[config.mk]
export PLATFORM = sky130hd
export DESIGN_NAME = timer_block
export DESIGN_NICKNAME = d
export VERILOG_FILES = /design/src/common/timer_pkg.sv /design/src/common/reg_port_if.sv /design/src/timer_regs_decoder.sv /design/src/timer/timer_channel.sv /design/src/irq_priority_encoder.sv /design/src/timer_block.sv
export SDC_FILE = /design/constraint.sdc
export NUM_CORES = 1
export LEC_CHECK = 0
export BUFFER_PORTS_ARGS = -buffer_cell sky130_fd_sc_hd__buf_2
export CORE_MARGIN = 4
export CORE_UTILIZATION = 60
export CTS_CLUSTER_SIZE = 24
export DETAILED_ROUTE_END_ITERATION = 10
export GPL_TIMING_DRIVEN = 0
export HOLD_SLACK_MARGIN = 0.08
export PLACE_DENSITY = 0.81
export SYNTH_ARGS = -nofsm -noshare
export SYNTH_HDL_FRONTEND = slang
export SYNTH_SLANG_ARGS = --single-unit
export TNS_END_PERCENT = 1
[constraint.sdc]
create_clock -name sysclock -period 13.5 [get_ports sysclock]
set_clock_uncertainty 0.1 [all_clocks]
set_input_delay 2.025 -clock sysclock [delete_from_list [all_inputs] [get_ports sysclock]]
set_output_delay 2.025 -clock sysclock [all_outputs]
set_load 0.01 [all_outputs]
[src/common/timer_pkg.sv]
`default_nettype none

package timer_pkg;

  // bus geometry
  localparam int DATA_W = 32;
  localparam int BE_W = DATA_W / 8;
  localparam int ADR_W = 7;

  localparam int NUM_TIMERS = 4;
  localparam int CH_IDX_W = $clog2(NUM_TIMERS);
  localparam int TGT_IDX_W = $clog2(NUM_TIMERS + 1);
  localparam logic [TGT_IDX_W-1:0] ENC_IDX = TGT_IDX_W'(NUM_TIMERS); // last port goes to the encoder

  // address fields, byte address
  localparam int ENC_BASE_BIT = 6;
  localparam int CH_SEL_LSB = 4;
  localparam int REG_SEL_LSB = 2;
  localparam int REG_SEL_W = 2;

  // channel registers
  localparam logic [REG_SEL_W-1:0] REG_CTRL = 2'd0;
  localparam logic [REG_SEL_W-1:0] REG_RELOAD = 2'd1;
  localparam logic [REG_SEL_W-1:0] REG_COUNT = 2'd2;   // read only
  localparam logic [REG_SEL_W-1:0] REG_STATUS = 2'd3;  // w1c pending

  localparam int CTRL_W = 3;
  localparam int CTRL_EN_BIT = 0;
  localparam int CTRL_AUTO_BIT = 1;
  localparam int CTRL_IRQEN_BIT = 2;

  // encoder registers at 0x40 / 0x44
  localparam logic [REG_SEL_W-1:0] ENC_REG_INTEN = 2'd0;
  localparam logic [REG_SEL_W-1:0] ENC_REG_VECTOR = 2'd1;

  // timer n raises VEC_BASE+n, 0 means nothing pending
  localparam int VEC_W = 3;
  localparam logic [VEC_W-1:0] VEC_BASE = 3'd2;

endpackage

`default_nettype wire

[src/common/reg_port_if.sv]
`timescale 1ns/100ps
`default_nettype none

// register access path from the bus decoder to one register target
interface reg_port_if;

  logic wr_en;                                     // one cycle, commits with ack
  logic [timer_pkg::REG_SEL_W-1:0] reg_sel;        // always valid
  logic [timer_pkg::DATA_W-1:0] wdata;
  logic [timer_pkg::BE_W-1:0] be;
  logic [timer_pkg::DATA_W-1:0] rdata;             // combinational from target

  modport host (
    output wr_en,
    output reg_sel,
    output wdata,
    output be,
    input rdata
  );

  modport target (
    input wr_en,
    input reg_sel,
    input wdata,
    input be,
    output rdata
  );

endinterface

`default_nettype wire

[src/timer_regs_decoder.sv]
`timescale 1ns/100ps
`default_nettype none

// wishbone classic slave in front of the timer and encoder register targets
module timer_regs_decoder (
  input wire logic sysclock,
  input wire logic rst_i,
  input wire logic wb_cyc_i,
  input wire logic wb_stb_i,
  input wire logic wb_we_i,
  input wire logic [timer_pkg::ADR_W-1:0] wb_adr_i,
  input wire logic [timer_pkg::BE_W-1:0] wb_sel_i,
  input wire logic [timer_pkg::DATA_W-1:0] wb_dat_i,
  output logic [timer_pkg::DATA_W-1:0] wb_dat_o,
  output logic wb_ack_o,
  reg_port_if.host tgt_o [timer_pkg::NUM_TIMERS+1]
);

  logic ack_q;
  logic req;
  logic mapped;
  logic [timer_pkg::CH_IDX_W-1:0] ch_idx;
  logic [timer_pkg::TGT_IDX_W-1:0] tgt_idx;
  logic [timer_pkg::REG_SEL_W-1:0] reg_sel;
  logic [timer_pkg::DATA_W-1:0] rdata_arr [timer_pkg::NUM_TIMERS+1];
  logic [timer_pkg::DATA_W-1:0] rd_sel;
  logic [timer_pkg::DATA_W-1:0] dat_q;

  // new request only while ack is low, so back to back strobes ack every other cycle
  assign req = wb_cyc_i & wb_stb_i & ~ack_q;

  assign ch_idx = wb_adr_i[timer_pkg::CH_SEL_LSB +: timer_pkg::CH_IDX_W];
  assign reg_sel = wb_adr_i[timer_pkg::REG_SEL_LSB +: timer_pkg::REG_SEL_W];

  always_comb begin
    if (wb_adr_i[timer_pkg::ENC_BASE_BIT]) begin
      tgt_idx = timer_pkg::ENC_IDX;
      // only 0x40 and 0x44 live in the encoder window
      mapped = (wb_adr_i[timer_pkg::ENC_BASE_BIT-1:timer_pkg::REG_SEL_LSB+1] == '0);
    end else begin
      tgt_idx = timer_pkg::TGT_IDX_W'(ch_idx);
      mapped = 1'b1;
    end
  end

  for (genvar t = 0; t <= timer_pkg::NUM_TIMERS; t++) begin : g_tgt
    logic hit;

    assign hit = mapped & (tgt_idx == timer_pkg::TGT_IDX_W'(t));
    assign tgt_o[t].wr_en = req & wb_we_i & hit;  // same edge as ack rising
    assign tgt_o[t].reg_sel = reg_sel;
    assign tgt_o[t].wdata = wb_dat_i;
    assign tgt_o[t].be = wb_sel_i;
    assign rdata_arr[t] = tgt_o[t].rdata;
  end

  assign rd_sel = rdata_arr[tgt_idx];

  always_ff @(posedge sysclock or posedge rst_i) begin
    if (rst_i) begin
      ack_q <= 1'b0;
    end else begin
      ack_q <= req;
    end
  end

  // read data captured on the ack edge
  always_ff @(posedge sysclock or posedge rst_i) begin
    if (rst_i) begin
      dat_q <= '0;
    end else if (req) begin
      if (mapped && !wb_we_i) begin
        dat_q <= rd_sel;
      end else begin
        dat_q <= '0;  // unmapped reads 0
      end
    end
  end

  assign wb_ack_o = ack_q;
  assign wb_dat_o = dat_q;

endmodule

`default_nettype wire

[src/timer/timer_channel.sv]
`timescale 1ns/100ps
`default_nettype none

// one down counting timer
module timer_channel (
  input wire logic sysclock,
  input wire logic rst_i,
  reg_port_if.target regs_i,
  output logic irq_req_o
);

  logic [timer_pkg::CTRL_W-1:0] ctrl_q;
  logic [timer_pkg::DATA_W-1:0] reload_q;
  logic [timer_pkg::DATA_W-1:0] count_q;
  logic pending_q;

  logic ctrl_wr;
  logic reload_wr;
  logic status_wr;
  logic start;
  logic enabled;
  logic expire;

  assign ctrl_wr = regs_i.wr_en & (regs_i.reg_sel == timer_pkg::REG_CTRL) & regs_i.be[0];
  assign reload_wr = regs_i.wr_en & (regs_i.reg_sel == timer_pkg::REG_RELOAD);
  assign status_wr = regs_i.wr_en & (regs_i.reg_sel == timer_pkg::REG_STATUS) & regs_i.be[0];

  assign start = ctrl_wr & regs_i.wdata[timer_pkg::CTRL_EN_BIT];
  assign enabled = ctrl_q[timer_pkg::CTRL_EN_BIT];
  assign expire = enabled & (count_q == '0);

  // control, one-shot drops enable on expiry
  always_ff @(posedge sysclock or posedge rst_i) begin
    if (rst_i) begin
      ctrl_q <= '0;
    end else if (ctrl_wr) begin
      ctrl_q <= regs_i.wdata[timer_pkg::CTRL_W-1:0];
    end else if (expire && !ctrl_q[timer_pkg::CTRL_AUTO_BIT]) begin
      ctrl_q[timer_pkg::CTRL_EN_BIT] <= 1'b0;
    end
  end

  always_ff @(posedge sysclock or posedge rst_i) begin
    if (rst_i) begin
      reload_q <= '0;
    end else if (reload_wr) begin
      for (int b = 0; b < timer_pkg::BE_W; b++) begin
        if (regs_i.be[b]) begin
          reload_q[8*b +: 8] <= regs_i.wdata[8*b +: 8];
        end
      end
    end
  end

  // count is not bus writable
  always_ff @(posedge sysclock or posedge rst_i) begin
    if (rst_i) begin
      count_q <= '0;
    end else if (start) begin
      count_q <= reload_q;
    end else if (enabled) begin
      if (count_q != '0) begin
        count_q <= count_q - 1'b1;
      end else if (ctrl_q[timer_pkg::CTRL_AUTO_BIT]) begin
        count_q <= reload_q;
      end
    end
  end

  // a fresh expiry wins over a w1c in the same cycle
  always_ff @(posedge sysclock or posedge rst_i) begin
    if (rst_i) begin
      pending_q <= 1'b0;
    end else if (expire) begin
      pending_q <= 1'b1;
    end else if (status_wr && regs_i.wdata[0]) begin
      pending_q <= 1'b0;
    end
  end

  always_comb begin
    case (regs_i.reg_sel)
      timer_pkg::REG_CTRL: regs_i.rdata = timer_pkg::DATA_W'(ctrl_q);
      timer_pkg::REG_RELOAD: regs_i.rdata = reload_q;
      timer_pkg::REG_COUNT: regs_i.rdata = count_q;
      default: regs_i.rdata = timer_pkg::DATA_W'(pending_q);  // status
    endcase
  end

  assign irq_req_o = pending_q & ctrl_q[timer_pkg::CTRL_IRQEN_BIT];

endmodule

`default_nettype wire

[src/irq_priority_encoder.sv]
`timescale 1ns/100ps
`default_nettype none

// fixed priority, highest timer index wins
module irq_priority_encoder (
  input wire logic sysclock,
  input wire logic rst_i,
  reg_port_if.target regs_i,
  input wire logic [timer_pkg::NUM_TIMERS-1:0] irq_req_i,
  output logic [timer_pkg::VEC_W-1:0] irq_vector_o,
  output logic irq_o
);

  logic inten_q;
  logic [timer_pkg::VEC_W-1:0] vector_q;
  logic [timer_pkg::VEC_W-1:0] vector_next;
  logic [timer_pkg::CH_IDX_W-1:0] win_idx;
  logic any_req;

  always_comb begin
    win_idx = '0;
    any_req = 1'b0;
    for (int i = 0; i < timer_pkg::NUM_TIMERS; i++) begin
      if (irq_req_i[i]) begin
        win_idx = timer_pkg::CH_IDX_W'(i);  // later index overrides
        any_req = 1'b1;
      end
    end
    if (inten_q && any_req) begin
      vector_next = timer_pkg::VEC_BASE + timer_pkg::VEC_W'(win_idx);
    end else begin
      vector_next = '0;
    end
  end

  always_ff @(posedge sysclock or posedge rst_i) begin
    if (rst_i) begin
      inten_q <= 1'b0;
    end else if (regs_i.wr_en && regs_i.be[0] &&
                 regs_i.reg_sel == timer_pkg::ENC_REG_INTEN) begin
      inten_q <= regs_i.wdata[0];
    end
  end

  always_ff @(posedge sysclock or posedge rst_i) begin
    if (rst_i) begin
      vector_q <= '0;
    end else begin
      vector_q <= vector_next;
    end
  end

  always_comb begin
    case (regs_i.reg_sel)
      timer_pkg::ENC_REG_INTEN: regs_i.rdata = timer_pkg::DATA_W'(inten_q);
      timer_pkg::ENC_REG_VECTOR: regs_i.rdata = timer_pkg::DATA_W'(vector_q);
      default: regs_i.rdata = '0;
    endcase
  end

  assign irq_vector_o = vector_q;
  assign irq_o = |vector_q;

endmodule

`default_nettype wire

[src/timer_block.sv]
`timescale 1ns/100ps
`default_nettype none

// four timers and the interrupt encoder behind one wishbone slave
module timer_block (
  input wire logic sysclock,
  input wire logic rst_i,
  input wire logic wb_cyc_i,
  input wire logic wb_stb_i,
  input wire logic wb_we_i,
  input wire logic [timer_pkg::ADR_W-1:0] wb_adr_i,
  input wire logic [timer_pkg::BE_W-1:0] wb_sel_i,
  input wire logic [timer_pkg::DATA_W-1:0] wb_dat_i,
  output logic [timer_pkg::DATA_W-1:0] wb_dat_o,
  output logic wb_ack_o,
  output logic [timer_pkg::VEC_W-1:0] irq_vector_o,
  output logic irq_o
);

  // ports 0..3 are the channels, the last one the encoder
  reg_port_if u_port [timer_pkg::NUM_TIMERS+1] ();

  logic [timer_pkg::NUM_TIMERS-1:0] irq_req;

  timer_regs_decoder u_decoder (
    .sysclock (sysclock),
    .rst_i    (rst_i),
    .wb_cyc_i (wb_cyc_i),
    .wb_stb_i (wb_stb_i),
    .wb_we_i  (wb_we_i),
    .wb_adr_i (wb_adr_i),
    .wb_sel_i (wb_sel_i),
    .wb_dat_i (wb_dat_i),
    .wb_dat_o (wb_dat_o),
    .wb_ack_o (wb_ack_o),
    .tgt_o    (u_port)
  );

  for (genvar g = 0; g < timer_pkg::NUM_TIMERS; g++) begin : g_timer
    timer_channel u_timer (
      .sysclock  (sysclock),
      .rst_i     (rst_i),
      .regs_i    (u_port[g]),
      .irq_req_o (irq_req[g])
    );
  end

  irq_priority_encoder u_irq_enc (
    .sysclock     (sysclock),
    .rst_i        (rst_i),
    .regs_i       (u_port[timer_pkg::NUM_TIMERS]),
    .irq_req_i    (irq_req),
    .irq_vector_o (irq_vector_o),
    .irq_o        (irq_o)
  );

endmodule

`default_nettype wire

==> results of run 1 <==
==> worst max-delay path: cells and delay by family <==
family / cells / cell delay, ns
buf+inv: 5 / 2.19
simple gates: 1 / 0.21
compound gates: 2 / 0.85
==> power by group through the flow <==
stage          logic [mW]  registers (mW)  clock network [mW]
3_3_place_gp        0.516            1.19                   0
6_report            0.566            1.19               0.980
3_5_place_dp        0.537            1.19                   0
2_1_floorplan       0.368            1.15                   0
4_1_cts             0.543            1.18               0.976
5_1_grt             0.605            1.20                1.01
==> final timing paths <==
check / from / end / slack, ns / cells after the start
min in group asynchronous: rst_i / g_timer[2].u_timer.reload_q[3] / 1.52 / 2
max in group asynchronous: rst_i / g_timer[3].u_timer.count_q[19] / 10.26 / 4
hold / removal: u_decoder.wb_dat_o[26] / u_decoder.wb_dat_o[26] / 0.39 / 2
hold reg to reg: u_decoder.wb_dat_o[26] / u_decoder.wb_dat_o[26] / 0.39 / 2
setup reg to reg: g_timer[2].u_timer.count_q[24] / g_timer[2].u_timer.count_q[18] / 9.82 / 5
setup / recovery: wb_adr_i[3] / u_decoder.wb_dat_o[10] / 8.47 / 8
==> per-stage QoR <==
step           total power, mW  setup TNS, ns
3_5_place_dp             1.730              0
3_3_place_gp             1.705        -125.55
5_1_grt                  2.812              0
4_1_cts                  2.698              0
2_1_floorplan            1.517              0
6_report                 2.737              0
==> metal layers <==
layer  up-vias  track usage  routed length (um)
met5         -            0                  72
met3       278       0.1206               10000
met1      8635       0.6245               27640
met4        12       0.2012                4405
li1       7368            -                   -
met2      1535       0.6363               30300
==> area by class of cell <==
type / count / area share
multi-input combinational: 1383 / 0.4689
sequential: 309 / 0.3938
clock buffer: 55 / 0.05620
tap: 384 / 0.02447
buffer: 118 / 0.02351
timing repair buffer: 83 / 0.02345
inverter: 27 / 0.005543
clock inverter: 6 / 0.003249
antenna: 7 / 0.0008920
==> kinds of logic (layout without fill, tap and decap cells) <==
family	Yosys count	in the layout
compound gates	536	536
flops	309	309
other cells	0	7
simple gates	678	678
buf+inv	145	289
mux	161	161
fa+ha+maj	8	8
==> synthesized netlist by cell type (all sizes together), types with 13 or more instances <==
cell type / count
nor2: 144
buf: 22
or4: 21
nor3: 55
mux2i: 19
o21ai: 100
o41ai: 35
o211ai: 15
nand2: 178
a22oi: 76
a21oi: 90
inv: 27
a32oi: 13
o31ai: 18
dfrtp: 309
or3: 28
mux2: 138
o22ai: 39
nand4: 32
nor4: 47
clkbuf: 96
nand3: 80
a221oi: 58
==> flip-flops by register name (all words and copies together) (netlist names) <==
name / flops
g_timer.u_timer.reload_q: 128
g_timer.u_timer.count_q: 128
u_decoder.wb_dat_o: 32
g_timer.u_timer.pending_q: 4
g_timer.u_timer.ctrl_q: 12
u_irq_enc.inten_q: 1
u_irq_enc.irq_vector_o: 3
u_decoder.wb_ack_o: 1
==> impl_metrics.yaml, run 1 <==
outcome:
  status: "completed"
yosys:
  syn_avg_cell_area_um2: 9.529
  yosys.area_share.simple: 0.1984
  synth-xor-area-share: 0
  synth_cells: 1837
  ys_warn_count: 0
  yosysUniqueCellTypes: 83
  synth_edf_count: 0
  syn_area_um2: 17500
  yosysTopAreaCell: "dfrtp_1"
  synth_compound_area_frac: 0.2172
  synth.area.top_cells: "dfrtp_1 (44%), mux2_2 (8.9%), nand2_1 (3.8%), a22oi_1 (3.3%), nor2_1 (3.1%)"
  ys.flop_type: "dfrtp_1"
  synth_top_area_share: 0.4417
  synth_top_family_by_area: "compound AO/OA/AOI/OAI gates"
  synthesis.nets: 1893
  ys_async_sr_fraction: 1.000
  ys_seq_area_frac: 0.4417
  muxShareOfSynthArea: 0.1048
  synth-seq-cells: 309
  synthAdderAreaFrac: 0.005718
worst_setup_path:
  cp_slowest_cell: "clkbuf_1"
  cp-end-kind: "flip-flop"
  critical-path-max-stage-delay_ns: 0.71
  path_max_fanout: 10
  cp.arrival_ns: 5.29
  path_cells: "buf_2 > clkbuf_1 > nor2b_1 > clkbuf_1 > clkbuf_1 > clkbuf_1 > a221oi_1 > o41ai_1"
  critPathRequiredTime_ns: 13.76
  critPathKind: "input pin to flip-flop"
  crit_path_frequent_cell: "clkbuf_1"
  worst_setup_path_start_kind: "input pin"
cts:
  cts_resized: 0
  clock_path_buffers: 3
  post_cts_buffers: 0
  cts_buffers: 36
  htreeDepth: 2
  tritoncts: "yes"
  cts_sinks: 309
  clock_tree.root_cell: "clkbuf_16"
  clock_latency_ns: 0.53
  clkTransAtPathRegs_ns: 0.06
  cts_hold_buf: 0
layout:
  fill_cells: 2313
  finish.instance_area_um2: 19640
  ff_latch_area_um2: 7732
  layout_commonest_cell: "dfrtp_1"
  final_util: 0.6823
  drive_above_1_share: 0.1666
  final_cell_mix: "dfrtp_1 (309), nand2_1 (177), nor2_1 (143), mux2_2 (138), clkbuf_1 (103)"
  area_delta_synth_final_pct: 12.19
  fin_nets: 2014
  multi_input_area_um2: 9209
  final_cells: 2372
drt:
  drtAntennaViolNets: 0
  first_pass_iters: 6
  drt_iter0_markers: 3368
  wire_per_inst_um: 30.53
  totalWireLength_um: 72420
  via_count: 17830
  drt_drc_violations_left: 0
  avgViaCountPerCell: 7.516
placed_design:
  placed_cells: 2304
  portBuffers: 81
  placed_cell_area_um2: 18450
  pre_cts_ws_ns: 8.156
  gp_congestion: 1.054
  post-dp-hpwl_um: 52280
grt:
  overflow: 0
  grt_max_degree: 123
  antenna_found_initial: 6
  grt_first_pass_wirelength_um: 104200
  grtUsageTotal: 0.4420
  grt_pass1_vias: 15980
timing:
  setup_ws_ns: 8.466
  worst_pin_slew_ns: 1.216
  drv_slew: 0
  slew_headroom: 0.1822
  period_needed_ns: 5.034
  post-route-period-util: 0.3729
  max_freq_mhz: 198.6
  holdWs_ns: 0.3887
  rsz0062_at_grt: "false"
  setup_violations: 0
  finalHoldViolCount: 0
die:
  die_area_um2: 31970
  initial_utilization: 0.6082
  die_x_um: 178.8
  die_h_um: 178.8
  placementRows: 62
  io_pins: 85
  core_area_um2: 28780
pwr:
  netSwitchingPower_uw: 926.9
  pwr-share-clk: 0.358
  p_per_area_nw_per_um2: 139.4
  vdd_drop_max_v: 0.0001386
  p_seq_frac: 0.435
  swShare: 0.3387
  power_frac_comb: 0.207
  internal_power_mw: 1.810
  leakagePower_nw: 8.405
hold_path:
  hold_class: "flip-flop to flip-flop"
job:
  cap_violations: 0
(Power assumes the default switching activity.)
==> run 2, diff against run 1 <==
Clock period 13.5 ns to 4.8 ns, I/O delays scaled along.
==> run 2 against run 1 <==
Compared with the run above:
- global-route usage grew 0.49 points
- combinational power grew to 2.8 times the previous value
- largest cell class unchanged
- worst setup slack lost 7.4 ns
- register-to-register slack lost 8.8 ns
- critical path depth is the same
- clock power grew to 2.8 times the previous value
- critical path type is now flip-flop to flip-flop
- first-iteration DRC count shrank 3.5%
- design area grew 0.40%
- power grew to 2.8 times the previous value
- cell count grew 0.25%
- worst hold slack lost 0.0067 ns
==> impl_metrics.yaml, run 2 (synthesized netlist as in run 1, its figures left out) <==
layout:
  layout_commonest_cell: "dfrtp_1"
  fin_nets: 2020
  drive_above_1_share: 0.1690
  area_delta_synth_final_pct: 12.63
  final_util: 0.6850
  final_cell_mix: "dfrtp_1 (309), nand2_1 (177), nor2_1 (143), mux2_2 (138), clkbuf_1 (103)"
die:
  die_area_um2: 31970
  die_x_um: 178.8
  initial_utilization: 0.6082
  core_area_um2: 28780
  placementRows: 62
  die_h_um: 178.8
  io_pins: 85
timing:
  setup_violations: 0
  finalHoldViolCount: 0
  drv_slew: 0
  setup_tns_ns: 0
  post-route-period-util: 0.7827
  rsz0062_at_grt: "false"
  max_freq_mhz: 266.2
  slew_headroom: 0.2038
  worst_pin_slew_ns: 1.183
  period_needed_ns: 3.757
grt:
  grtUsageTotal: 0.4470
  grt_first_pass_wirelength_um: 105700
  grt_max_degree: 45
  grt_pass1_vias: 16250
  antenna_found_initial: 7
  overflow: 0
drt:
  first_pass_iters: 6
  drtAntennaViolNets: 0
  via_count: 17810
  drt_drc_violations_left: 0
  wire_per_inst_um: 30.47
  avgViaCountPerCell: 7.489
  drt_iter0_markers: 3249
  totalWireLength_um: 72450
worst_setup_path:
  reg2reg_from: "g_timer[0].u_timer.count_q[0]"
  critical-path-max-stage-delay_ns: 0.99
  worst_setup_path_start_kind: "flip-flop"
  path_max_fanout: 8
  timing.rr.end: "g_timer[0].u_timer.count_q[24]"
  cp.arrival_ns: 4.10
  cp_slowest_cell: "nor4_1"
  critPathRequiredTime_ns: 5.14
  r2r_slack_ns: 1.04
  cp-end-kind: "flip-flop"
  path_cells: "inv_1 > ha_1 > nor3b_1 > nand4_1 > nor4_1 > nor4b_1 > a21oi_1 > o21ai_0"
  reg2regPathDepth: 8
  critPathKind: "flip-flop to flip-flop"
placed_design:
  portBuffers: 81
  gp_congestion: 1.044
  post-dp-hpwl_um: 52700
cts:
  htreeDepth: 2
  clock_path_buffers: 3
  cts_sinks: 309
  clock_latency_ns: 0.53
  cts_buffers: 35
  clkTransAtPathRegs_ns: 0.06
  tritoncts: "yes"
  clock_tree.root_cell: "clkbuf_16"
outcome:
  status: "completed"
pwr:
  vdd_drop_max_v: 0.0003367
  leakagePower_nw: 8.443
  total_power_mw: 7.633
  p_per_area_nw_per_um2: 387.2
hold_path:
  hp-start: "u_decoder.wb_dat_o[25]"
  hold_class: "flip-flop to flip-flop"
  whs_path_depth: 2
  min_to: "u_decoder.wb_dat_o[25]"
job:
  cap_violations: 0
## run 2: cell types whose count changed in the layout (fill, tap and decap cells not counted), sizes merged
cell and change:
buf +6, clkbuf -6, clkinv +5, bufinv +1
clkinvlp +1, diode -1, dlygate4sd3 +1, inv -1
## run 2: worst max path at each step
stage	start	slack [ns]	endpoint
final	g_timer[0].u_timer.count_q[0]	1.04	g_timer[0].u_timer.count_q[24]
after global routing	g_timer[0].u_timer.count_q[0]	0.81	g_timer[0].u_timer.count_q[30]
after CTS	g_timer[0].u_timer.count_q[0]	1.20	g_timer[0].u_timer.count_q[24]
after detailed placement	wb_adr_i[3]	0.72	u_decoder.wb_dat_o[9]
after global placement	rst_i	-1.89	g_timer[1].u_timer.count_q[17]
after floorplan	rst_i	-0.13	g_timer[0].u_timer.count_q[0]
## run 2: power breakdown
part           leakage [nW]  internal (mW)  switching (mW)  total [mW]
logic                  3.86          0.553            1.04        1.59
registers              4.02           2.91           0.430        3.34
clock network         0.560           1.59            1.11        2.70
total                  8.44           5.06            2.58        7.63
## run 2: layer usage
layer	global-route usage	wire, um
met5	0	28
met4	0.2357	4958
met3	0.1288	9879
met2	0.6393	30150
met1	0.6168	27440
## run 2: repair_timing
item,4_1_cts,5_1_grt
gates resized for setup,0,0
hold buffers,1,0
endpoints found under the hold margin,10,0
setup buffers,0,0
## run 2: final cells by class
| type | instances | area [um2] |
|---|---|---|
| clock inverter | 12 | 115.1 |
| timing repair buffer | 90 | 575.6 |
| sequential | 309 | 7732 |
| clock buffer | 49 | 1021 |
| tap | 384 | 480.5 |
| fill | 2335 | 9065 |
| buffer | 118 | 461.7 |
| multi-input combinational | 1383 | 9209 |
| antenna | 6 | 15.01 |
| inverter | 27 | 105.1 |
## run 2: metrics by stage
| step | setup slack [ns] | instance area [um2] | hold WS (ns) | std cells |
|---|---|---|---|---|
| after floorplan | -0.1329 | 17510 | 0.3659 | 1837 |
| after global routing | 0.8131 | 19700 | 0.3902 | 2372 |
| after CTS | 1.195 | 19700 | 0.3778 | 2372 |
| after global placement | -1.893 | 18390 | 0.3648 | 2302 |
| final | 1.043 | 19720 | 0.3820 | 2378 |
| after detailed placement | 0.7199 | 18550 | 0.3641 | 2310 |
## run 2: critical path: cells and delay by family, from the launching register on
family | cells | cell delay, ns
AOI/OAI and AO/OA | 2 | 0.22
adders and majority gates | 1 | 0.20
buffers and inverters | 1 | 0.15
DFF | 1 | 0.47
and+or+nand+nor | 4 | 2.53
